[config.mk]
export PLATFORM = sky130hd
export DESIGN_NAME = glb_host_port
export DESIGN_NICKNAME = d
export VERILOG_FILES = /design/src/hw/glb_pkg.sv /design/src/hw/glb_host_port.sv
export SDC_FILE = /design/constraint.sdc
export NUM_CORES = 1
export LEC_CHECK = 0
export BUFFER_PORTS_ARGS = -buffer_cell sky130_fd_sc_hd__buf_2
export CELL_PAD_IN_SITES_DETAIL_PLACEMENT = 1
export CELL_PAD_IN_SITES_GLOBAL_PLACEMENT = 2
export CORE_AREA = 2 2 183 185
export DETAILED_ROUTE_END_ITERATION = 8
export DIE_AREA = 0 0 185 187
export PLACE_DENSITY = 0.6
export SLEW_MARGIN = 30
export SYNTH_ARGS = -nofsm -noshare
export SYNTH_HDL_FRONTEND = slang
export SYNTH_SLANG_ARGS = --single-unit
[constraint.sdc]
create_clock -name clk -period 3 [get_ports clk]
set_clock_uncertainty 0.2 [all_clocks]
set_input_delay 0.45 -clock clk [delete_from_list [all_inputs] [get_ports clk]]
set_output_delay 0.45 -clock clk [all_outputs]
set_load 0.05 [all_outputs]
[src/hw/glb_pkg.sv]
/*
 * Shared widths and request structs for one global buffer tile.
 * Two banks of 256 words of 64 bits each. Host addresses are byte addresses.
 */
package glb_pkg;

    // Bank geometry
    localparam int NUM_BANKS         = 2;
    localparam int BANK_DATA_WIDTH   = 64;
    localparam int BANK_STRB_WIDTH   = BANK_DATA_WIDTH / 8;
    localparam int BANK_ADDR_WIDTH   = 8;
    localparam int BANK_SEL_WIDTH    = 1;
    localparam int BYTE_OFFSET_WIDTH = 3;

    // Host byte address, low to high: byte offset, word address, bank select
    localparam int GLB_ADDR_WIDTH = BYTE_OFFSET_WIDTH + BANK_ADDR_WIDTH + BANK_SEL_WIDTH;

    // Configuration bus, tile field in [7:4] and register index in [3:2]
    localparam int TILE_ID_WIDTH         = 4;
    localparam int CFG_ADDR_WIDTH        = 8;
    localparam int CFG_DATA_WIDTH        = 32;
    localparam int CFG_BYTE_OFFSET_WIDTH = 2;
    localparam int CFG_REG_IDX_WIDTH     = 2;
    localparam int CFG_TILE_LSB          = CFG_BYTE_OFFSET_WIDTH + CFG_REG_IDX_WIDTH;

    localparam logic [CFG_REG_IDX_WIDTH-1:0] CFG_REG_START  = 2'd0;
    localparam logic [CFG_REG_IDX_WIDTH-1:0] CFG_REG_COUNT  = 2'd1;
    localparam logic [CFG_REG_IDX_WIDTH-1:0] CFG_REG_STATUS = 2'd2;

    // Word address across the tile, bank select above the word address
    localparam int STREAM_ADDR_WIDTH = BANK_SEL_WIDTH + BANK_ADDR_WIDTH;

    typedef struct packed {
        logic                       en;
        logic [BANK_STRB_WIDTH-1:0] strb;
        logic [GLB_ADDR_WIDTH-1:0]  addr;
        logic [BANK_DATA_WIDTH-1:0] data;
    } host_wr_t;

    typedef struct packed {
        logic                      en;
        logic [GLB_ADDR_WIDTH-1:0] addr;
    } host_rd_t;

    typedef struct packed {
        logic                       en;
        logic [BANK_STRB_WIDTH-1:0] strb;
        logic [BANK_ADDR_WIDTH-1:0] addr;
        logic [BANK_DATA_WIDTH-1:0] data;
    } bank_wr_t;

    typedef struct packed {
        logic                       en;
        logic [BANK_ADDR_WIDTH-1:0] addr;
    } bank_rd_t;

    // Count of zero means an empty stream
    typedef struct packed {
        logic [STREAM_ADDR_WIDTH:0] start_addr;
        logic [STREAM_ADDR_WIDTH:0] count;
    } stream_desc_t;

endpackage
[src/hw/glb_host_port.sv]
/*
 * Host byte address to bank request decode. The byte offset is dropped.
 * Read word is valid one cycle after the bank read and held until the next.
 */
`timescale 1ns/1ps

module glb_host_port (
    input  logic                                clk,
    input  logic                                arst_n,
    input  glb_pkg::host_wr_t                   host_wr,
    input  glb_pkg::host_rd_t                   host_rd,
    output logic [glb_pkg::BANK_DATA_WIDTH-1:0] host_rd_data,
    output glb_pkg::bank_wr_t                   bank_wr [glb_pkg::NUM_BANKS],
    output glb_pkg::bank_rd_t                   bank_rd [glb_pkg::NUM_BANKS],
    input  logic [glb_pkg::BANK_DATA_WIDTH-1:0] bank_rd_data [glb_pkg::NUM_BANKS]
);
    import glb_pkg::*;

    localparam int SEL_LSB = BYTE_OFFSET_WIDTH + BANK_ADDR_WIDTH;

    logic [BANK_SEL_WIDTH-1:0] wr_sel;
    logic [BANK_SEL_WIDTH-1:0] rd_sel;
    logic [BANK_SEL_WIDTH-1:0] rd_sel_q;
    logic                      rd_pend_q;

    assign wr_sel = host_wr.addr[SEL_LSB +: BANK_SEL_WIDTH];
    assign rd_sel = host_rd.addr[SEL_LSB +: BANK_SEL_WIDTH];

    // Only the selected bank sees an enable
    always_comb begin
        for (int i = 0; i < NUM_BANKS; i++) begin
            bank_wr[i].en   = host_wr.en && (wr_sel == BANK_SEL_WIDTH'(i));
            bank_wr[i].strb = host_wr.strb;
            bank_wr[i].addr = host_wr.addr[BYTE_OFFSET_WIDTH +: BANK_ADDR_WIDTH];
            bank_wr[i].data = host_wr.data;
            bank_rd[i].en   = host_rd.en && (rd_sel == BANK_SEL_WIDTH'(i));
            bank_rd[i].addr = host_rd.addr[BYTE_OFFSET_WIDTH +: BANK_ADDR_WIDTH];
        end
    end

    always_ff @(posedge clk or negedge arst_n) begin
        if (!arst_n) begin
            rd_pend_q <= 1'b0;
            rd_sel_q  <= '0;
        end else begin
            rd_pend_q <= host_rd.en;
            if (host_rd.en) begin
                rd_sel_q <= rd_sel;
            end
        end
    end

    // Capture the returned word of the bank read one cycle earlier
    always_ff @(posedge clk) begin
        if (rd_pend_q) begin
            host_rd_data <= bank_rd_data[rd_sel_q];
        end
    end

endmodule

# [Word level (Yosys, flattened, before mapping)]
# Cells that the tools add are included.
[totals] latch_bits=0 input_bits=228 rom_bits=0 word_cells=14 regBits=66 output_inout_bits=244 memories=0 ram_bits=0
[op_classes] bitwise=3 n_div=0 n_mul=0 n_lt_le_gt_ge=1 n_addsub=0 shifts=0 n_reduce_logical=4 mux=3 eq_ne=0
[ops] op="2-to-1 mux 64 bit" count=3
[ops] op="logical AND 1 bit" count=4
[ops] op="greater-or-equal comparator 2 bit, second input constant" count=1
[ops] op="inverter 1 bit" count=2
[ops] op="inverter 1 -> 2 bit" count=1

# [Logic depth before layout (Yosys ltp)]
[depth] word_depth=4 mapped_depth=3 mapped_depth_nobuf=1

# [Worst setup path after synthesis]
# No wires, ideal clock.
[synth_timing] path_kind="flip-flop to flip-flop" from="register rd_pend_q" to="register host_rd_data[0] in the netlist's numbering (enable)" setup_slack_ps=792 arrival_ps=1587 setup_time_ps=421 synth_period_minus_slack_ps=2208 path_stages_with_launch=1 path_buffers=0 required_ps=2379 path_cell_list="dfrtp_1"
[synth_rtl] item="start: declaration" line="glb_host_port.sv:24" text="logic rd_pend_q;"
[synth_rtl] item="start signal: assignment" line="glb_host_port.sv:46" text="rd_pend_q <= host_rd.en;"
[synth_rtl] item="end signal: assignment" line="glb_host_port.sv:56" text="host_rd_data <= bank_rd_data[rd_sel_q];"
[synth_rtl] item="end: declaration" line="glb_host_port.sv:12" text="output logic [glb_pkg::BANK_DATA_WIDTH-1:0] host_rd_data,"
# No word-level cell between the ends.

# [Worst setup path in the final report]
[layout_timing] from="register rd_sel_q" to="register host_rd_data[8] in the netlist's numbering (data pin)"
[layout_between] elab_chain_len=4
[layout_rtl] item="start: declaration" line="glb_host_port.sv:23" text="logic [BANK_SEL_WIDTH-1:0] rd_sel_q;"
[layout_rtl] item="start signal: assignment" line="glb_host_port.sv:48" text="rd_sel_q <= rd_sel;"
[layout_rtl] item="inverter 1 -> 2 bit (implied by the code)" line="glb_host_port.sv:56"
[layout_rtl] item="2-to-1 mux 64 bit (implied by the code) (3 in a row)" line="glb_host_port.sv:56"
# No other way between the ends. The select of a mux whose other input is x is not followed.
# A chain may end at the register's enable or synchronous reset.

==> flow_summary.yaml <==
yosys:
  synth_top_family_by_area: "buffers and inverters"
  yosys-top-cells-count: "176 x buf_4, 64 x edfxtp_1, 49 x mux2_4"
  synth-edff-count: 64
  synth_cell_types: 9
  synthMuxAreaShare_pct: 21.3
  synth_fa_ha_area_share_pct: 0
  synth_top_area_share_pct: 44.6
  ys_warn_count: 0
  synthArstFlopShare_pct: 3.03
  synthCells: 318
  synth.area.top_cells: "edfxtp_1 45%, buf_4 31%, mux2_4 17%"
  synthesis.area_mm2: 0.00431
  yosys_register_bits: 66
  yosysMostFrequentCell: "buf_4"
  synth_xor_area_share_pct: 0
  synth_nets: 546
  avgSynthCellArea_um2: 13.5
  yosysTopAreaCell: "edfxtp_1"
  synth_compound_area_share_pct: 0
  synthFlopType: "edfxtp_1"
  synth-simple-area-share_pct: 0.581
  ys_seq_area_share_pct: 45.8
cts:
  clock_latency_ps: 330
  clk_pin_slew_ps: 50
  htree_num_levels: 3
  clk_path_buf_depth: 2
  post-cts-setup-buffers: 0
  cts-root-buf: "clkbuf_16"
  numCtsBuffers: 9
  clock-sinks: 66
  cts_tree: "yes"
power_and_ir_drop:
  power_density_mw_per_mm2: 582
  p_leak_nw: 2.07
  ir_drop_v: 0.000227
final_layout:
  final_util_pct: 14.7
  design_area_mm2: 0.00482
  layout-drive-gt1-share_pct: 79.4
  multi_input_area_um2: 941
  area_growth_pct: 11.9
  n_antenna_cell: 0
  regArea_mm2: 0.00198
  n_fill_cell: 3865
  nets: 579
min_path:
  min_path_type: "in -> reg"
sta:
  tightest_slew_ps: 501
  fmax_mhz: 545
  setup_tns_ps: 0
  rsz0062_at_grt: "false"
  fin_crit_sh_pct: 61.2
  maxSlewHeadroom_pct: 66.6
  setup_violations: 0
  hold_viol: 0
  post-route-min-period_ps: 1830
  timing.hold.ws_ps: 87.0
  finalMaxSlewViolations: 0
floorplanning:
  ios: 472
  row_count: 67
  start_util_pct: 13.1
  die_h_um: 187
  core_area_mm2: 0.0329
  die-area_mm2: 0.0346
  die_x_um: 185
global_route:
  grt_pass1_wl_mm: 16.5
  grt_usage_pct: 6.71
  grt_max_degree: 47
  grt_pass1_vias: 2517
  overflow: 0
  antenna_found_initial: 0
place:
  place_area_mm2: 0.00453
  port_buffers: 201
  hpwl_mm: 9.27
  gp_congestion: 0.709
critical_path:
  endpoint_kind: "register"
  critPathKind: "reg -> reg"
  crit_fanout: 19
  critPathLaunchType: "register"
  critPathArrivalTime_ps: 1720
  cp.required_ps: 2890
routing:
  via_per_inst: 2.78
  route.vias.total: 2230
  ant_nets: 0
  drt-initial-drc-count: 48
  first_pass_iters: 4
  wire_per_inst_um: 14.5
  drc: 0
  drt_wl_total_mm: 11.6
run:
  maxCapViolCount: 0
outcome:
  status: "finished clean"
[worst paths after layout]
kind | startpoint | end | slack, ps | cells past startpoint
min reg2reg | rd_pend_q | host_rd_data[37] | 630 | 0
max | rd_sel_q | host_rd_data[8] | 1170 | 2
min in group asynchronous | arst_n | rd_sel_q | 240 | 2
max in group asynchronous | arst_n | rd_sel_q | 2250 | 2
min | host_rd[12] | rd_pend_q | 90 | 1
max reg2reg | rd_sel_q | host_rd_data[8] | 1170 | 2
[cell families (layout without fill, tap and decap cells)]
kind of cell / Yosys count / after routing
buf+inv: 183 / 220
flops: 66 / 66
mux: 65 / 65
simple gates: 4 / 4
[timing repair]
| item | 4_1_cts | 5_1_grt |
|---|---|---|
| hold buffers | 1 | 0 |
| endpoints found under the setup margin | 0 | 0 |
| endpoints found under the hold margin | 2 | 0 |
| gates resized for setup | 0 | 0 |
[area by class of cell]
type | count | area share (%)
sequential | 66 | 41.0
timing repair buffer | 205 | 22.1
multi-input combinational | 69 | 19.5
tap | 448 | 11.6
clock buffer | 12 | 4.91
clock inverter | 3 | 0.857
[state kept, by name, indices dropped and copies added (netlist names)]
register      flops
host_rd_data     64
rd_pend_q         1
rd_sel_q          1
[stage by stage]
step	setup slack [ps]	power [mW]	cells
floorplan	792	2.24	318
global placement	1120	1.81	787
detailed placement	1120	1.81	787
CTS	1110	2.87	803
global route	1080	2.92	803
finish	1170	2.80	803
[placed cells by master (no fill, tap or decap)]
cell	count
buf_2	201
edfxtp_1	64
mux2_4	49
mux2_2	16
clkbuf_16	9
clkbuf_1	3
and2_1	2
nor2b_1	2
buf_12	2
clkinvlp_4	1
clkinv_1	1
bufinv_16	1
dlygate4sd3_1	1
buf_4	1
dfrtp_2	1
dfrtp_4	1
[per-layer routing]
layer | global-route usage [%] | vias up | wire, um
li1 | - | 970 | -
met1 | 6.65 | 986 | 4020
met2 | 9.44 | 199 | 4960
met3 | 4.32 | 75 | 1800
met4 | 6.26 | 0 | 848
met5 | 0 | - | 0
[where the power goes]
part / leakage (nW) / total [mW] / internal, mW / switching (mW)
Clock: 0.130 / 1.02 / 0.637 / 0.387
Sequential: 0.648 / 1.14 / 1.11 / 0.0378
Combinational: 1.30 / 0.635 / 0.249 / 0.386
[worst max-delay path, stage by stage (launching register included)]
cell and delay, ps:
dfrtp_4 650, buf_4 360, mux2_2 370
No activity file was read; power rests on OpenSTA's default activity.
