===== src/hw/glb_pkg.sv =====
/*
 * Shared widths and request structs for one global buffer tile.
 * Two banks of 256 words of 64 bits each. Host addresses are byte addresses.
 */
package glb_pkg;

    // Bank geometry
    localparam int NUM_BANKS         = 2;
    localparam int BANK_DATA_WIDTH   = 64;
    localparam int BANK_STRB_WIDTH   = BANK_DATA_WIDTH / 8;
    localparam int BANK_ADDR_WIDTH   = 8;
    localparam int BANK_SEL_WIDTH    = 1;
    localparam int BYTE_OFFSET_WIDTH = 3;

    // Host byte address, low to high: byte offset, word address, bank select
    localparam int GLB_ADDR_WIDTH = BYTE_OFFSET_WIDTH + BANK_ADDR_WIDTH + BANK_SEL_WIDTH;

    // Configuration bus, tile field in [7:4] and register index in [3:2]
    localparam int TILE_ID_WIDTH         = 4;
    localparam int CFG_ADDR_WIDTH        = 8;
    localparam int CFG_DATA_WIDTH        = 32;
    localparam int CFG_BYTE_OFFSET_WIDTH = 2;
    localparam int CFG_REG_IDX_WIDTH     = 2;
    localparam int CFG_TILE_LSB          = CFG_BYTE_OFFSET_WIDTH + CFG_REG_IDX_WIDTH;

    localparam logic [CFG_REG_IDX_WIDTH-1:0] CFG_REG_START  = 2'd0;
    localparam logic [CFG_REG_IDX_WIDTH-1:0] CFG_REG_COUNT  = 2'd1;
    localparam logic [CFG_REG_IDX_WIDTH-1:0] CFG_REG_STATUS = 2'd2;

    // Word address across the tile, bank select above the word address
    localparam int STREAM_ADDR_WIDTH = BANK_SEL_WIDTH + BANK_ADDR_WIDTH;

    typedef struct packed {
        logic                       en;
        logic [BANK_STRB_WIDTH-1:0] strb;
        logic [GLB_ADDR_WIDTH-1:0]  addr;
        logic [BANK_DATA_WIDTH-1:0] data;
    } host_wr_t;

    typedef struct packed {
        logic                      en;
        logic [GLB_ADDR_WIDTH-1:0] addr;
    } host_rd_t;

    typedef struct packed {
        logic                       en;
        logic [BANK_STRB_WIDTH-1:0] strb;
        logic [BANK_ADDR_WIDTH-1:0] addr;
        logic [BANK_DATA_WIDTH-1:0] data;
    } bank_wr_t;

    typedef struct packed {
        logic                       en;
        logic [BANK_ADDR_WIDTH-1:0] addr;
    } bank_rd_t;

    // Count of zero means an empty stream
    typedef struct packed {
        logic [STREAM_ADDR_WIDTH:0] start_addr;
        logic [STREAM_ADDR_WIDTH:0] count;
    } stream_desc_t;

endpackage

===== src/hw/glb_cfg_regs.sv =====
/*
 * Stream descriptor registers on the tile-addressed configuration bus.
 * Reads are combinational and return zero when not addressed to this tile.
 */
`timescale 1ns/1ps

module glb_cfg_regs (
    input  logic                               clk,
    input  logic                               arst_n,
    input  logic [glb_pkg::TILE_ID_WIDTH-1:0]  glb_tile_id,
    input  logic                               glb_config_wr,
    input  logic                               glb_config_rd,
    input  logic [glb_pkg::CFG_ADDR_WIDTH-1:0] glb_config_addr,
    input  logic [glb_pkg::CFG_DATA_WIDTH-1:0] glb_config_wr_data,
    output logic [glb_pkg::CFG_DATA_WIDTH-1:0] glb_config_rd_data,
    input  logic                               busy,
    output glb_pkg::stream_desc_t              desc
);
    import glb_pkg::*;

    localparam int DESC_FIELD_WIDTH = STREAM_ADDR_WIDTH + 1;

    logic [TILE_ID_WIDTH-1:0]     tile_field;
    logic [CFG_REG_IDX_WIDTH-1:0] reg_idx;
    logic                         tile_hit;
    logic                         cfg_wr;
    logic                         cfg_rd;

    assign tile_field = glb_config_addr[CFG_TILE_LSB +: TILE_ID_WIDTH];
    assign reg_idx    = glb_config_addr[CFG_BYTE_OFFSET_WIDTH +: CFG_REG_IDX_WIDTH];
    assign tile_hit   = (tile_field == glb_tile_id);
    assign cfg_wr     = tile_hit && glb_config_wr;
    assign cfg_rd     = tile_hit && glb_config_rd;

    // Status is read only, so only start and count take writes
    always_ff @(posedge clk or negedge arst_n) begin
        if (!arst_n) begin
            desc <= '0;
        end else if (cfg_wr) begin
            if (reg_idx == CFG_REG_START) begin
                desc.start_addr <= glb_config_wr_data[DESC_FIELD_WIDTH-1:0];
            end
            if (reg_idx == CFG_REG_COUNT) begin
                desc.count <= glb_config_wr_data[DESC_FIELD_WIDTH-1:0];
            end
        end
    end

    always_comb begin
        glb_config_rd_data = '0;
        if (cfg_rd) begin
            case (reg_idx)
                CFG_REG_START:  glb_config_rd_data = CFG_DATA_WIDTH'(desc.start_addr);
                CFG_REG_COUNT:  glb_config_rd_data = CFG_DATA_WIDTH'(desc.count);
                CFG_REG_STATUS: glb_config_rd_data = CFG_DATA_WIDTH'(busy);
                default:        glb_config_rd_data = '0;
            endcase
        end
    end

endmodule


===== config.mk =====
export PLATFORM = sky130hd
export DESIGN_NAME = glb_cfg_regs
export DESIGN_NICKNAME = d
export VERILOG_FILES = /design/src/hw/glb_pkg.sv /design/src/hw/glb_cfg_regs.sv
export SDC_FILE = /design/constraint.sdc
export NUM_CORES = 1
export LEC_CHECK = 0
export ABC_CLOCK_PERIOD_IN_PS = 1700
export BUFFER_PORTS_ARGS = -buffer_cell sky130_fd_sc_hd__clkbuf_2
export CORE_ASPECT_RATIO = 1.1
export CORE_UTILIZATION = 37
export CTS_CLUSTER_SIZE = 14
export DETAILED_ROUTE_END_ITERATION = 7
export GPL_TIMING_DRIVEN = 0
export PLACE_DENSITY = 0.86
export SETUP_SLACK_MARGIN = 0.15
export SYNTH_ARGS = -nofsm -noshare
export SYNTH_HDL_FRONTEND = slang
export SYNTH_SLANG_ARGS = --single-unit

===== constraint.sdc =====
create_clock -name clk -period 1.7 [get_ports clk]
set_clock_uncertainty 0.1 [all_clocks]
set_input_delay 0.34 -clock clk [delete_from_list [all_inputs] [get_ports clk]]
set_output_delay 0.34 -clock clk [all_outputs]
set_load 0.03 [all_outputs]

==> Yosys cells after proc, flatten, opt, wreduce, memory -nomap -nowiden <==
Cells that the tools add are included.
{ "op_classes": {"reduce_logical": 5, "muxes": 2, "eq_ne": 3} }
{ "op_table": {"columns": ["operator", "count"], "rows": [
  ["10-bit one-hot mux with 3 select lines", 1],
  ["10-bit 2-to-1 mux", 1],
  ["4-bit equality test", 1],
  ["2-bit AND reduction", 2],
  ["2-bit by 1-bit equality test with 1-bit output, second input constant", 1],
  ["2-bit equality test, second input constant", 1],
  ["1-bit logical AND", 2],
  ["2-bit logical NOT", 1]
]} }
{ "totals": {"regBits": 20, "out_inout_bits": 52, "wordCells": 12} }

==> Longest topological paths before layout <==
{ "logic_depth": {"word_depth": 3, "mapped_depth": 5} }

==> Worst setup path after synthesis <==
No wires, ideal clock.
{ "synth_path": {"path_type": "input port to output port", "from": "input glb_config_addr[2] (netlist bit)", "to": "output glb_config_rd_data[0] (netlist bit)", "path_buffers": 1, "arrival_ns": 1.502, "setup_slack_ns": -0.242, "path_stages": 5, "cell_sequence": "buf_2 > nand3b_1 > o21ai_0 > nand3_1 > nor3_1"} }
{ "synth_via": {"elab_chain_cells": 3, "word_cells_on_any_way": 5, "cone_classes": "2 x eq/ne; 2 x mux; 1 x reduce/logical"} }
{ "synth_rtl": {"columns": ["element", "line", "text"], "rows": [
  ["start, declared", "glb_cfg_regs.sv:13", "input logic [glb_pkg::CFG_ADDR_WIDTH-1:0] glb_config_addr,"],
  ["2-bit equality test (tied with other cells)", "glb_cfg_regs.sv:52", "case (reg_idx)"],
  ["10-bit one-hot mux with 3 select lines (*)", "glb_cfg_regs.sv:52", null],
  ["10-bit 2-to-1 mux (*)", "glb_cfg_regs.sv:51", "if (cfg_rd) begin"],
  ["end, declared", "glb_cfg_regs.sv:15", "output logic [glb_pkg::CFG_DATA_WIDTH-1:0] glb_config_rd_data,"]
]} }
Every way passes the cells marked *; elsewhere a longest branch is shown, timed or not.

==> Worst setup path after layout <==
{ "layout_path": {"from": "input glb_tile_id[3] (netlist bit)", "to": "output glb_config_rd_data[7] (netlist bit)"} }
{ "layout_via": {"elab_chain_cells": 3} }
{ "layout_rtl": {"columns": ["element", "line", "text"], "rows": [
  ["start, declared", "glb_cfg_regs.sv:10", "input logic [glb_pkg::TILE_ID_WIDTH-1:0] glb_tile_id,"],
  ["4-bit equality test", "glb_cfg_regs.sv:31", "assign tile_hit = (tile_field == glb_tile_id);"],
  ["1-bit logical AND", "glb_cfg_regs.sv:33", "assign cfg_rd = tile_hit && glb_config_rd;"],
  ["10-bit 2-to-1 mux", "glb_cfg_regs.sv:51", null]
]} }
Every way passes these cells.

==> metrics.log <==
INFO  metric worst_case_setup_margin_in_the_final_layout = -0.127 ns
INFO  metric violated_checks = setup timing
INFO  metric hold_viol = 0
INFO  metric fp.dieH = 60.2 um
INFO  metric period_needed = between 1.5 and 2 ns
INFO  metric max-slew-margin-rel = 65.9%
INFO  metric seq_area_frac_synth = 43.9%
INFO  metric vias_post_dr = a little under 1000
INFO  metric holdCritPathClass = input pin to flop
INFO  metric globalplace.congestion = 0.681
INFO  metric std_cell_rows = 20
INFO  metric grt_pass1_vias = 968
INFO  metric synth-simple-area-share = 8.12%
INFO  metric slew_viol_final = 0
INFO  metric critical_path.most_common_cell = buf_8
INFO  metric grt_antenna_before_repair = 0
INFO  metric antenna_violating_nets_post_route = 0
INFO  metric clkSlewWorstSetupHoldPaths = 0.12 ns
INFO  metric yosys.area.top_type_share = around 44%
INFO  metric crit_family = simple AND/OR/NAND/NOR gates
INFO  metric detailed_place_hpwl = between 1500 and 2000 um
INFO  metric placed_cell_area = 0.00168 mm^2
INFO  metric outcome = finished, violations left
INFO  metric synth-xor-area-share = 3.07%
INFO  metric drt_pre_antenna_iters = 3
INFO  metric timing.final.setup_violations = 10
INFO  metric post_layout_nonfiller_instances = approximately 220
INFO  metric synth_top_family_by_area = multiplexers
INFO  metric post_drt_via_cell_ratio = 4.48
INFO  metric reg.largest.list = desc (20)
INFO  metric grt_start_max_net_pins = 21
INFO  metric largest_register_ff_count = 20
INFO  metric cts_tree = yes
INFO  metric postSynth.asyncResetShare = between 90% and 100%
INFO  metric drv_cap = 0
INFO  metric powerDensity = 880 mW/mm^2
INFO  metric syn_area = 0.00114 mm^2
INFO  metric final_critical_path_share_of_the_clock_period = 107%
INFO  metric grt_overflow = 0
INFO  metric ctsLongestPathBuffers = 2
INFO  metric synth-main-ff-cell = dfrtp_1
INFO  metric yosys.cell_types.count = 15
INFO  metric synth_most_common_cell = buf_4
INFO  metric critical_path.max_stage_delay = 0.22 ns
INFO  metric detail_route.wirelength = 2840 um
INFO  metric drt_first_iter_violations = 4
INFO  metric clock-root-buffer = clkbuf_4
INFO  metric boundaryPins = 101
INFO  metric number_of_buffer_and_inverter_stages_on_the_critical_path = 3
INFO  metric post_route_cells_drive_above_1_share = 69.1%
INFO  metric num-nets-final = 238
INFO  metric io_port_bufs = 54
INFO  metric ys_warn_count = 0
INFO  metric post-place-cells = 205
INFO  metric die_area = about 0.0033 mm^2
INFO  metric synthTopCellsByArea = dfrtp_1 (44%), mux2_2 (20%), buf_4 (15%)
INFO  metric vdd_drop_max = 0.000619 V
INFO  metric crit_path_cell_trace = buf_8 -> xor2_4 -> nor3_4 -> nand3_4 -> buf_12 -> nor2_4 -> buf_8
INFO  metric post-route-util = between 60% and 70%
INFO  metric antenna_cells_inserted = 0
INFO  metric synth_top_area_cell = dfrtp_1
INFO  metric core_area = 0.00285 mm^2
INFO  metric regMostFlops = desc
INFO  metric insertion_delay = 0.30 ns
INFO  metric required_time_reported_for_the_critical_path_endpoint = roughly 1.3 ns
INFO  metric fmax = 0.547 GHz
INFO  metric avgSynthCellArea = roughly 12 um^2
INFO  metric die_width = 54.9 um
INFO  metric cp_data_arrival_time = ~1.4 ns
INFO  metric synth-compound-area-share = 0.439%
INFO  metric p_leak = 1.07 nW
INFO  metric synth-adder-area-share = 0%
INFO  metric synth_cells = 97
INFO  metric synth_edf_count = 0
INFO  metric drc = 0
INFO  metric element_type_at_the_critical_path_end = output pin
INFO  metric track_usage = a little under a fifth
INFO  metric wire_per_inst = around 13 um
INFO  metric tightestPinTransition = 0.511 ns
INFO  metric grt_first_pass_wirelength = 4350 um
INFO  metric cp_max_fo = 6
INFO  metric startpoint_type = input pin
INFO  metric postLayoutCellArea = 0.00199 mm^2
INFO  metric critPathKind = input pin to output pin
INFO  metric rsz0062_at_grt = yes
INFO  metric flow.area_growth_from_synthesis = 74.8%
INFO  metric worst_slack_at_placement = -0.377 ns
INFO  metric cts_htree_levels = 1
INFO  metric cts_inserted_buffers = 3
INFO  metric initial_utilization = 40.0%
INFO  metric timing.critical_path.slowest_stage_cell = nor3_4
INFO  metric cts_sinks = 20
INFO  metric yosys-top-cells-count = buf_4 (23), dfrtp_1 (20), mux2_2 (20), mux2i_1 (10), nor2_1 (10)
INFO  metric muxShareOfSynthArea = roughly 29%
INFO  metric ys_ff_latch = 20
[worst paths after layout]
path	startpoint	to	slack, ns	depth (start not counted)
worst min register to register	desc[9]$_DFFE_PN0P_	desc[9]$_DFFE_PN0P_	0.44	1
min in group asynchronous	arst_n	desc[5]$_DFFE_PN0P_	0.42	2
worst max register to register	desc[10]$_DFFE_PN0P_	desc[10]$_DFFE_PN0P_	0.69	2
max in group asynchronous	arst_n	desc[16]$_DFFE_PN0P_	0.74	2
worst max-delay path	glb_tile_id[3]	glb_config_rd_data[7]	-0.13	7
worst min-delay path	glb_config_wr_data[9]	desc[19]$_DFFE_PN0P_	0.17	2
[cells in the final DEF, fill, tap and decap left out, drive strengths merged]
master	Yosys	routed
clkbuf	0	46
buf	24	46
conb	1	22
dfrtp	20	20
mux2	20	20
mux2i	10	10
nor2	10	10
xor2	4	4
nor3	2	2
nand3	2	2
nand3b	1	1
o21ai	1	1
nand4	1	1
and4b	1	1
bufinv	0	1
dlygate4sd3	0	1
[logic make-up (layout without fill, tap and decap cells)]
kind of cell | Yosys count | in the layout
multiplexers | 30 | 30
buffers and inverters | 24 | 94
flip-flops | 20 | 20
AND/OR/NAND/NOR | 17 | 17
XOR/XNOR | 4 | 4
other | 1 | 22
AO/OA/AOI/OAI | 1 | 1
[timing repair]
item	4_1_cts	5_1_grt
gates cloned	0	1
pin swaps	4	1
endpoints found under the hold margin	20	0
setup endpoints to repair	30	30
buffers inserted	9	1
resized for setup	25	18
hold buffers	1	0
[where the power goes]
part           internal [mW]  switching [mW]  total, mW
clock network          0.238           0.154      0.392
registers              0.570          0.0723      0.642
logic                  0.286           0.432      0.718
total                   1.09           0.658       1.75
[area by class of cell]
cell class,count,area (um^2)
tap,33,41.3
fill,202,861
clock buffer,3,22.5
multi-input combinational,74,699
buffer,24,191
timing repair buffer,66,507
sequential,20,500
clock inverter,1,30.0
[per-stage QoR]
stage          power (mW)  hold slack [ns]  setup TNS [ns]
6_report             1.75            0.172           -1.04
5_1_grt              1.83            0.166           -1.79
4_1_cts              1.75            0.166           -1.25
3_5_place_dp         1.32            0.224           -8.17
3_3_place_gp         1.30            0.217           -7.01
2_1_floorplan        1.14          -0.0556          -0.202
[metal layers]
layer | part of all wire [%] | up-vias | track usage [%]
li1 | - | 470 | -
met1 | 34 | 452 | 19.0
met2 | 55 | 60 | 36.0
met3 | 8.4 | 7 | 4.58
met4 | 2.2 | 0 | 5.71
met5 | 0 | - | 0
(Power assumes the default switching activity.)
