[src/hw/glb_stream_fsm.sv]
/*
 * Stream control FSM with IDLE, RUN and FINISH states.
 * Start is taken only in IDLE with clk_en high.
 * Done follows the last valid word by one cycle, or the start by two when empty.
 */
`timescale 1ns/1ps

module glb_stream_fsm (
    input  logic clk,
    input  logic arst_n,
    input  logic clk_en,
    input  logic cgra_start_pulse,
    input  logic last,
    output logic load,
    output logic step,
    output logic stream_valid,
    output logic cgra_done_pulse,
    output logic busy
);
    typedef enum logic [1:0] {
        IDLE,
        RUN,
        FINISH
    } state_t;

    state_t state;
    state_t state_next;

    // Last flags an empty descriptor during a load
    always_comb begin
        state_next = state;
        load       = 1'b0;
        case (state)
            IDLE: begin
                if (clk_en && cgra_start_pulse) begin
                    load       = 1'b1;
                    state_next = last ? FINISH : RUN;
                end
            end
            RUN: begin
                if (clk_en && last) begin
                    state_next = FINISH;
                end
            end
            // Final valid word drains here regardless of clk_en
            FINISH:  state_next = IDLE;
            default: state_next = IDLE;
        endcase
    end

    assign step = (state == RUN) && clk_en;
    assign busy = (state != IDLE);

    always_ff @(posedge clk or negedge arst_n) begin
        if (!arst_n) begin
            state           <= IDLE;
            stream_valid    <= 1'b0;
            cgra_done_pulse <= 1'b0;
        end else begin
            state           <= state_next;
            stream_valid    <= step;
            cgra_done_pulse <= (state == FINISH);
        end
    end

    a_done_single: assert property (
        @(posedge clk) disable iff (!arst_n) cgra_done_pulse |=> !cgra_done_pulse
    );

endmodule

[config.mk]
export PLATFORM = sky130hd
export DESIGN_NAME = glb_stream_fsm
export DESIGN_NICKNAME = d
export VERILOG_FILES = /design/src/hw/glb_stream_fsm.sv
export SDC_FILE = /design/constraint.sdc
export NUM_CORES = 1
export LEC_CHECK = 0
export BUFFER_PORTS_ARGS = -buffer_cell sky130_fd_sc_hd__buf_4
export CORE_AREA = 2 2 39 41
export DETAILED_ROUTE_END_ITERATION = 16
export DIE_AREA = 0 0 41 43
export PLACE_DENSITY_LB_ADDON = 0.25
export SYNTH_ARGS = -nofsm -noshare
export SYNTH_HDL_FRONTEND = slang
export SYNTH_SLANG_ARGS = --single-unit
[constraint.sdc]
create_clock -name clk -period 0.8 [get_ports clk]
set_input_delay 0.04 -clock clk [delete_from_list [all_inputs] [get_ports clk]]
set_output_delay 0.04 -clock clk [all_outputs]
set_load 0.005 [all_outputs]
; ---- Yosys cells after proc, flatten, opt, wreduce, memory -nomap -nowiden
; Index checks and enable logic that the tools add are counted.
[op_classes]
n_reduce_logical = 6
muxes = 6
n_eq_ne = 4
[ops]
columns = op, n
row1 = 2-to-1 mux 2 bit, 3
row2 = != test 2 bit (second input constant), 2
row3 = one-hot mux 2 bit (2 select lines), 1
row4 = logical AND 1 bit, 3
row5 = == test 2 x 1 -> 1 bit (second input constant), 1
row6 = == test 2 bit (second input constant), 1
row7 = logical NOT 2 bit, 1
row8 = 2-to-1 mux 1 bit, 2
row9 = AND reduction 2 bit, 1
row10 = nonzero test 2 bit, 1
[totals]
regBits = 4

; ---- Depth between registers and ports, before layout
; Gate-level depths: netlist of the first run.
[logic_depth]
word_depth = 3
ltp_mapped = 2
depth_no_buf = 2

; ---- Worst setup path before layout of the first run
; OpenSTA, ideal clock, no wires.
[synth_timing]
path_kind = flip-flop to flip-flop
startpoint = register state[0]
endpoint = register state[1]
synth_period_minus_slack_ps = 815
setup_ps = 121
setup_slack_ps = -15
required_time_ps = 679
arrival_ps = 694
stages_incl_launch_ff = 3
n_path_buf = 0
cell_sequence = dfrtp_1 nor2_1 and4bb_2
[synth_via]
elab_chain_len = 3
[synth_rtl]
columns = element, line
row1 = "start, declared", 26  ; state_t state;
row2 = "start signal, assigned", 60  ; state <= state_next;
row3 = == test 2 x 1 -> 1 bit / logical NOT 2 bit (equally long branches), 33  ; case (state)
row4 = != test 2 bit (no source line), n/a
row5 = AND reduction 2 bit (no source line), n/a
; Several ways; a longest one is shown, not always the timed one.
; A chain may end at the register's enable or synchronous reset.

; ---- Worst setup path after layout of the first run
[layout_timing]
startpoint = register state[1]
endpoint = output port load
[layout_via]
elab_chain_len = 2
[layout_rtl]
columns = element, line
row1 = logical NOT 2 bit, 33
row2 = 2-to-1 mux 1 bit, 33
row3 = "end, declared", 14  ; output logic load,
; No other way between the ends.

==> results summary, run 1 <==
The flow ran to the end, but the final reports show violations. The final reports fail on negative setup slack. The floorplan has 14 rows. Clock tree synthesis inserted a total of 3 buffers. The number of pins with negative max-slew slack in the final report is 0. Setup repair after global routing could not meet its margin everywhere.

The floorplan step defined a die boundary enclosing 1763 um^2. The number of vias per cell came out at 3.778. The synthesized design spends more area on one cell type than any other, namely sky130_fd_sc_hd__dfrtp_1. The post-synthesis cell type count came out at 8. The clock net sink count is 4. A synthesized cell averages 13.87 um^2. The hold slack came out at between 0.02 and 0.025 ns. The first global-routing pass estimated approximately 740 um of wire.

The worst setup path is launched from a flip-flop. The number of buffers on the longest clock path is 2. The data arrival at the endpoint of the critical path is 1.05 ns. The category of the critical setup timing path is flip-flop to primary output. The final critical-path setup slack is -0.2925 ns.

Static timing analysis puts the maximum clock frequency at a little over 900 MHz. The initial antenna violation count came out at 0. The power density over cell area is 1826 nW/um^2. The path with the worst hold slack has its endpoint at state[0]. The pin count of the biggest net entering global routing is 6. The worst-case vdd ir drop came out at roughly 900 uV. The number of global-route vias before repair came out at roughly 160. Clock tree synthesis selected as its root buffer the cell sky130_fd_sc_hd__clkbuf_4. The worst setup skew after layout is roughly 0.0041 ns. The net total in the final layout came out at 36. The number of failing hold endpoints at the final stage was 0. For flop-to-flop paths, the worst setup slack is -0.20 ns. The depth of the most critical reg-to-reg path came out at 3.

The relative slew slack is between 90% and 100%. The share of Yosys cell area claimed by the top area cell type is ~60%. The total number of H-tree levels came out at 1. In this run the worst path has a maximum fanout of 4.

Sequential cells were found to cover about three fifths of the synthesized design area. Relative to the synthesized area, the layout overhead comes to 112.0%. The shortest clock period the worst path allows after layout is 1.092 ns. The post-detailed-route count of antenna-violating nets is 0.

The number of nets in the synthesized netlist came out at 17. The portion of the clock cycle consumed by the worst path in the final layout came out at 136.6%. The number of buffers inserted by port buffering is 9. The number of iterations in the first detailed-routing pass is 2. The startpoint identified for the worst hold timing path is clk_en.

The leakage power of the design came out at between 0.15 and 0.2 nW. The synthesis-stage register bit count came out at 4. The netlist area before placement came out at about 170 um^2.

The final number of setup-violating endpoints is 6. The setup TNS came out at -1.079 ns. The number of instances in the synthesized netlist is 12.

The number of design-rule violations left by the first detailed-router iteration came out at 1. The latest clock arrival within the worst-skew pair is 0.24 ns. The worst hold path passes through 2 cells. The number of antenna diodes in the final layout is 0. The post-detailed-placement half-perimeter wirelength is approximately 290 um.

Global routing consumed, over all layers together, under 10% of the routing resources. The endpoint of the most critical register-to-register path is state[1]. The post-detailed-routing wire length came out at around 460 um. The count of vias placed by the detailed router came out at 170. The clock-pin transition on the worst setup and hold timing paths came out at ~0.04 ns. The number of fill cells is 140. The worst setup path is captured at a primary output.

At the end of routability-driven placement, the weighted congestion stood at slightly above 0.6. By area the synthesized netlist is led by sky130_fd_sc_hd__dfrtp_1, sky130_fd_sc_hd__and4bb_2, sky130_fd_sc_hd__and3b_2. Dividing the detail-routed wire length by the instance count gives between 10 and 15 um. The post-route netlist has approximately three quarters of its cells at a drive strength greater than 1.

The global route total overflow is 0. STA puts the critical path data required time at roughly 0.76 ns. The launch instance of the worst register-to-register path is state[0]. The post-layout total power came out at around 640 uW.

The instance area after placement came out at ~250 um^2. In this run the worst hold path is classified as input pin to flip-flop. The remaining design rule violation count is 0. The x dimension of the die is 41 um.

The initial utilization of the core area, before any placement, comes to between 10% and 20%. The height of the chip is roughly 43 um. The number of top-level design ports came out at 10. The final cell utilization of the core is between 20% and 30%. The finished cells cover roughly 350 um^2.

The number of max-cap violations is 0. At the pin with the least slew margin, the transition time is approximately 0.14 ns. After floorplanning, the core was sized to cover about 1400 um^2.

Yosys printed 0 warnings. TritonCTS built the clock tree.
==> through the flow <==
stage / setup slack [ns] / instances
final: -0.2925 / 45
after global routing: -0.3326 / 45
after CTS: -0.2921 / 45
after detailed placement: -0.06930 / 37
after global placement: -0.06757 / 37
after floorplan: 0.01291 / 12
==> Yosys cell counts <==
| master | count |
|---|---|
| sky130_fd_sc_hd__a211oi_1 | 1 |
| sky130_fd_sc_hd__a21oi_1 | 1 |
| sky130_fd_sc_hd__and2b_2 | 1 |
| sky130_fd_sc_hd__and3b_2 | 1 |
| sky130_fd_sc_hd__and4bb_2 | 2 |
| sky130_fd_sc_hd__dfrtp_1 | 4 |
| sky130_fd_sc_hd__nor2_1 | 1 |
| sky130_fd_sc_hd__or2_2 | 1 |
==> cells in the final DEF (no fill, tap or decap) <==
| cell type | count |
|---|---|
| sky130_fd_sc_hd__a211oi_2 | 1 |
| sky130_fd_sc_hd__a21oi_4 | 1 |
| sky130_fd_sc_hd__and2b_2 | 1 |
| sky130_fd_sc_hd__and3b_2 | 1 |
| sky130_fd_sc_hd__and4bb_2 | 2 |
| sky130_fd_sc_hd__buf_4 | 8 |
| sky130_fd_sc_hd__buf_6 | 4 |
| sky130_fd_sc_hd__clkbuf_4 | 3 |
| sky130_fd_sc_hd__dfrtp_1 | 4 |
| sky130_fd_sc_hd__dlygate4sd3_1 | 2 |
| sky130_fd_sc_hd__nor2_1 | 1 |
| sky130_fd_sc_hd__or2_4 | 1 |
==> worst max-delay path by stage <==
stage / start / endpoint / slack [ns]
detailed placement: state[1] / busy / -0.07
finish: state[1] / load / -0.29
global route: state[0] / load / -0.33
CTS: state[0] / load / -0.29
global placement: state[1] / busy / -0.07
floorplan: state[0] / state[1] / 0.01
==> what timing repair did <==
action,CTS,global route
hold buffers,2,0
gates resized for setup,5,3
hold endpoints to repair,5,0
pin swaps,3,1
setup endpoints to repair,4,7
setup buffers,3,0
==> power breakdown <==
group	internal [mW]	switching, mW
clock	0.168	0.0870
combinational	0.106	0.0519
sequential	0.219	0.0124
==> cell type report <==
cell class / count / area (um^2) / area share (%)
Clock buffer: 3 / 22.52 / 6.383
Multi-Input combinational cell: 8 / 85.08 / 24.11
Sequential cell: 4 / 100.1 / 28.37
Timing Repair Buffer: 14 / 125.1 / 35.46
Tap cell: 16 / 20.02 / 5.674
==> worst max-delay path, cell delays in order, from the launching register on <==
cell                       delay (ns)
sky130_fd_sc_hd__dfrtp_1         0.40
sky130_fd_sc_hd__and4bb_2        0.31
sky130_fd_sc_hd__buf_4           0.10
==> logic make-up (layout without fill, tap and decap cells) <==
group | after synthesis | in the layout | share of synthesized area, %
AOI/OAI and AO/OA | 2 | 2 | 7.518
buffers and inverters | 0 | 17 | 0
DFF | 4 | 4 | 60.15
and+or+nand+nor | 6 | 6 | 32.33
==> sequential cells by signal, indices dropped and copies added (netlist names) <==
name / cells
stream_valid: 1
cgra_done_pulse: 1
state: 2
==> per-layer routing <==
layer	part of all wire (%)	global-route usage (%)	up-vias
met5	0	0	-
li1	-	-	78
met4	0	2.000	0
met3	18	9.424	0
met2	38	8.125	14
met1	44	8.117	78
(Power assumes the default switching activity.)
==> run 2, diff against run 1 <==
- BUFFER_PORTS_ARGS: -buffer_cell sky130_fd_sc_hd__buf_4 -> -buffer_cell sky130_fd_sc_hd__buf_2
- CAP_MARGIN: unset -> 20
==> run 2 against run 1 <==
The run still ends with negative setup slack left. Sequential cell count unchanged. Largest power group unchanged. Maximum frequency is 0.12% higher. Worst setup slack gained 0.0013 ns. First-iteration DRC count decreased by 100%. Total power shrank 8.1%. Utilization down 4.2 points. Clock skew shrank 0.0021 ns. Global-route usage shrank 1.3 points.
==> results summary, run 2 (synthesized netlist as in run 1, its figures left out) <==
Of the total power, the share spent switching nets is between 20% and 30%. The TritonCTS clock tree is built. The remaining design rule violation count came out at 0. The height of the chip came out at 43 um.

The count of vias placed by the detailed router is about 150. Setup repair after global routing could not meet its margin everywhere. The final number of setup-violating endpoints is 5. The worst hold path was traced through 2 stages. The worst stage delay on the critical path came out at 0.42 ns. Once detail routing completed, the nets flagged for antenna violations numbered 0. The clock net sink count is 4. The clock-pin transition on the worst setup and hold timing paths came out at 0.04 ns. For the pin with the worst max-slew slack, the measured transition is 0.1940 ns.

Walking the worst path, the cells encountered are and4bb_2, buf_2. The flow ran to the end, but the final reports show violations. In the layout the commonest cells are sky130_fd_sc_hd__buf_2, sky130_fd_sc_hd__dfrtp_1, sky130_fd_sc_hd__clkbuf_4.

The number of buffers on the longest clock path is 2. The number of vias per cell came out at around 3.5. Measured against its own limit, the worst slew margin works out to ~87%. Of the total power, registers draw about 40%. The die covers 1763 um^2.

Detailed routing placed a total of between 100 and 150 um of wire on met2. The effective utilization at floorplan came out at 12.03%. The power density over cell area came out at 2014 nW/um^2. The latest clock arrival within the worst-skew pair is approximately 0.23 ns.

The core region is approximately 1400 um^2. The final critical-path setup slack is -0.2912 ns. The worst register-to-register path has a setup slack of -0.15 ns. The worst register-to-register path begins at state[0].

The number of pins with negative max-slew slack in the final report came to 0. The overall fraction of global-route tracks in use is slightly below 6%. The net total in the final layout is 34. At the end of routability-driven placement, the weighted congestion stood at a little over 0.6. Of all nets on the critical path, the largest fanout is 5. The worst-case vdd ir drop is about 580 uV. Of the total power, the clock network draws 41.7%. In this run the worst hold path is classified as input pin to flip-flop. The register name with the most flops is state. The cell with the biggest individual delay on the critical path is sky130_fd_sc_hd__dfrtp_1. The worst setup skew after layout came out at 0.001914 ns. The per-cell routed wire length is between 9 and 10 um.

In this run the number of H-tree levels came out at 1. Across the run, the number of max-cap violations was 0. The filler cells instantiated in the layout total roughly 150. Static timing analysis puts the maximum clock frequency at about 920 MHz. The depth of the most critical reg-to-reg path came out at 3. The worst setup path is captured at a primary output. The pin count of the biggest net entering global routing is 7. The first global-routing pass estimated around 630 um of wire.

The portion of the clock cycle consumed by the worst path in the final layout came out at 136.4%. The final layout contains routed wiring with a total length of just over 400 um. The global route total overflow came out at 0. The data arrival at the endpoint of the critical path is ~1.1 ns. The worst register-to-register path ends at state[1]. The number of iterations in the first detailed-routing pass came out at 1.

Leaving out fill and tap cells, the most frequent cell in the layout is sky130_fd_sc_hd__buf_2. The number of buffers inserted by port buffering is 9. The antenna diode count came out at 0. The root buffer selected by CTS is sky130_fd_sc_hd__clkbuf_4. The critical path is of the flip-flop to primary output type.

The number of global-route vias before repair came out at 153. STA puts the critical path data required time at about 0.76 ns. After detailed routing, no signal wire sits above met3. The total area of multi-input combinational cells is approximately 69 um^2.

For hold timing, the worst endpoint is state[0]. The number of failing hold endpoints at the final stage came out at 0. The number of top-level design ports came out at 10.

In this run, CTS created clock tree buffers numbering 3. The shortest clock period the worst path allows after layout came out at 1.091 ns. The proportion of layout cells with a drive suffix above 1 came out at approximately 67%. The combinational group share of total power came out at between 10% and 20%.

The register with the most flip-flops in the layout has 2 of them. Hold is met by between 0.04 and 0.05 ns. The synthesis-to-layout area growth is 76.69%.

The detailed route wirelength on metal3 came out at between 50 and 60 um. The analysis attributes to net switching a power of between 100 and 150 uW. The number of design-rule violations left by the first detailed-router iteration is 0. The leakage power of the design is about 0.15 nW. The worst hold path begins at clk_en.

The register area came out at roughly 100 um^2. STA classifies the critical path startpoint as a flip-flop. The largest registers in the layout are state (2), cgra_done_pulse (1), stream_valid (1).

The final cell utilization of the core is 21.25%. The detailed router put a total of 205 um of wire on met1. Internal power comes to between 400 and 500 uW. The x dimension of the die came out at around 41 um.

The checks that failed: negative setup slack. The initial antenna violation count came out at 0. The total number of placement rows is 14.
==> run 2: routing by layer <==
layer,vias up,GRT usage (%)
met5,-,0
met1,65,6.796
met2,10,6.250
met3,0,3.141
li1,76,-
met4,0,8.000
==> run 2: final cells by class <==
type	count	area share [%]
multi-input cells	8	23.40
clock buffers	3	7.660
well taps	16	6.809
repair buffers	12	28.09
flip-flops and latches	4	34.04
==> run 2: stage by stage <==
step,power [mW],setup TNS [ns],instances,setup WS (ns),cell area (um^2)
4_1_cts,0.6045,-1.003,43,-0.2942,290.3
5_1_grt,0.6297,-1.240,43,-0.3188,294.0
3_5_place_dp,0.3111,-0.1392,37,-0.06712,231.5
3_3_place_gp,0.3071,-0.09178,37,-0.05186,231.5
6_report,0.5921,-1.002,43,-0.2912,294.0
2_1_floorplan,0.2680,0,12,0.01291,166.4
==> run 2: worst max path at each step <==
stage                         from       end  slack (ns)
after detailed placement  state[1]      busy       -0.07
after CTS                 state[1]      load       -0.29
final                     state[0]      load       -0.29
after global placement    state[1]      busy       -0.05
after floorplan           state[0]  state[1]        0.01
after global routing      state[1]      load       -0.32
==> run 2: repair_timing <==
item,4_1_cts,5_1_grt
pin swaps,1,1
hold buffers,2,0
hold endpoints to repair,5,0
buffers inserted,1,0
gates resized for setup,2,1
endpoints found under the setup margin,4,6
==> run 2: critical path, delay by kind of cell (launching register included) <==
family        cells  cell delay, ns
simple gates      1            0.30
flops             1            0.42
buf+inv           1            0.10
==> run 2: power groups by stage <==
stage               logic [mW]  registers, mW  clock network, mW
detailed placement      0.0756          0.236                  0
global route             0.122          0.236              0.272
finish                   0.111          0.234              0.247
CTS                      0.109          0.232              0.263
floorplan               0.0351          0.233                  0
global placement        0.0733          0.234                  0
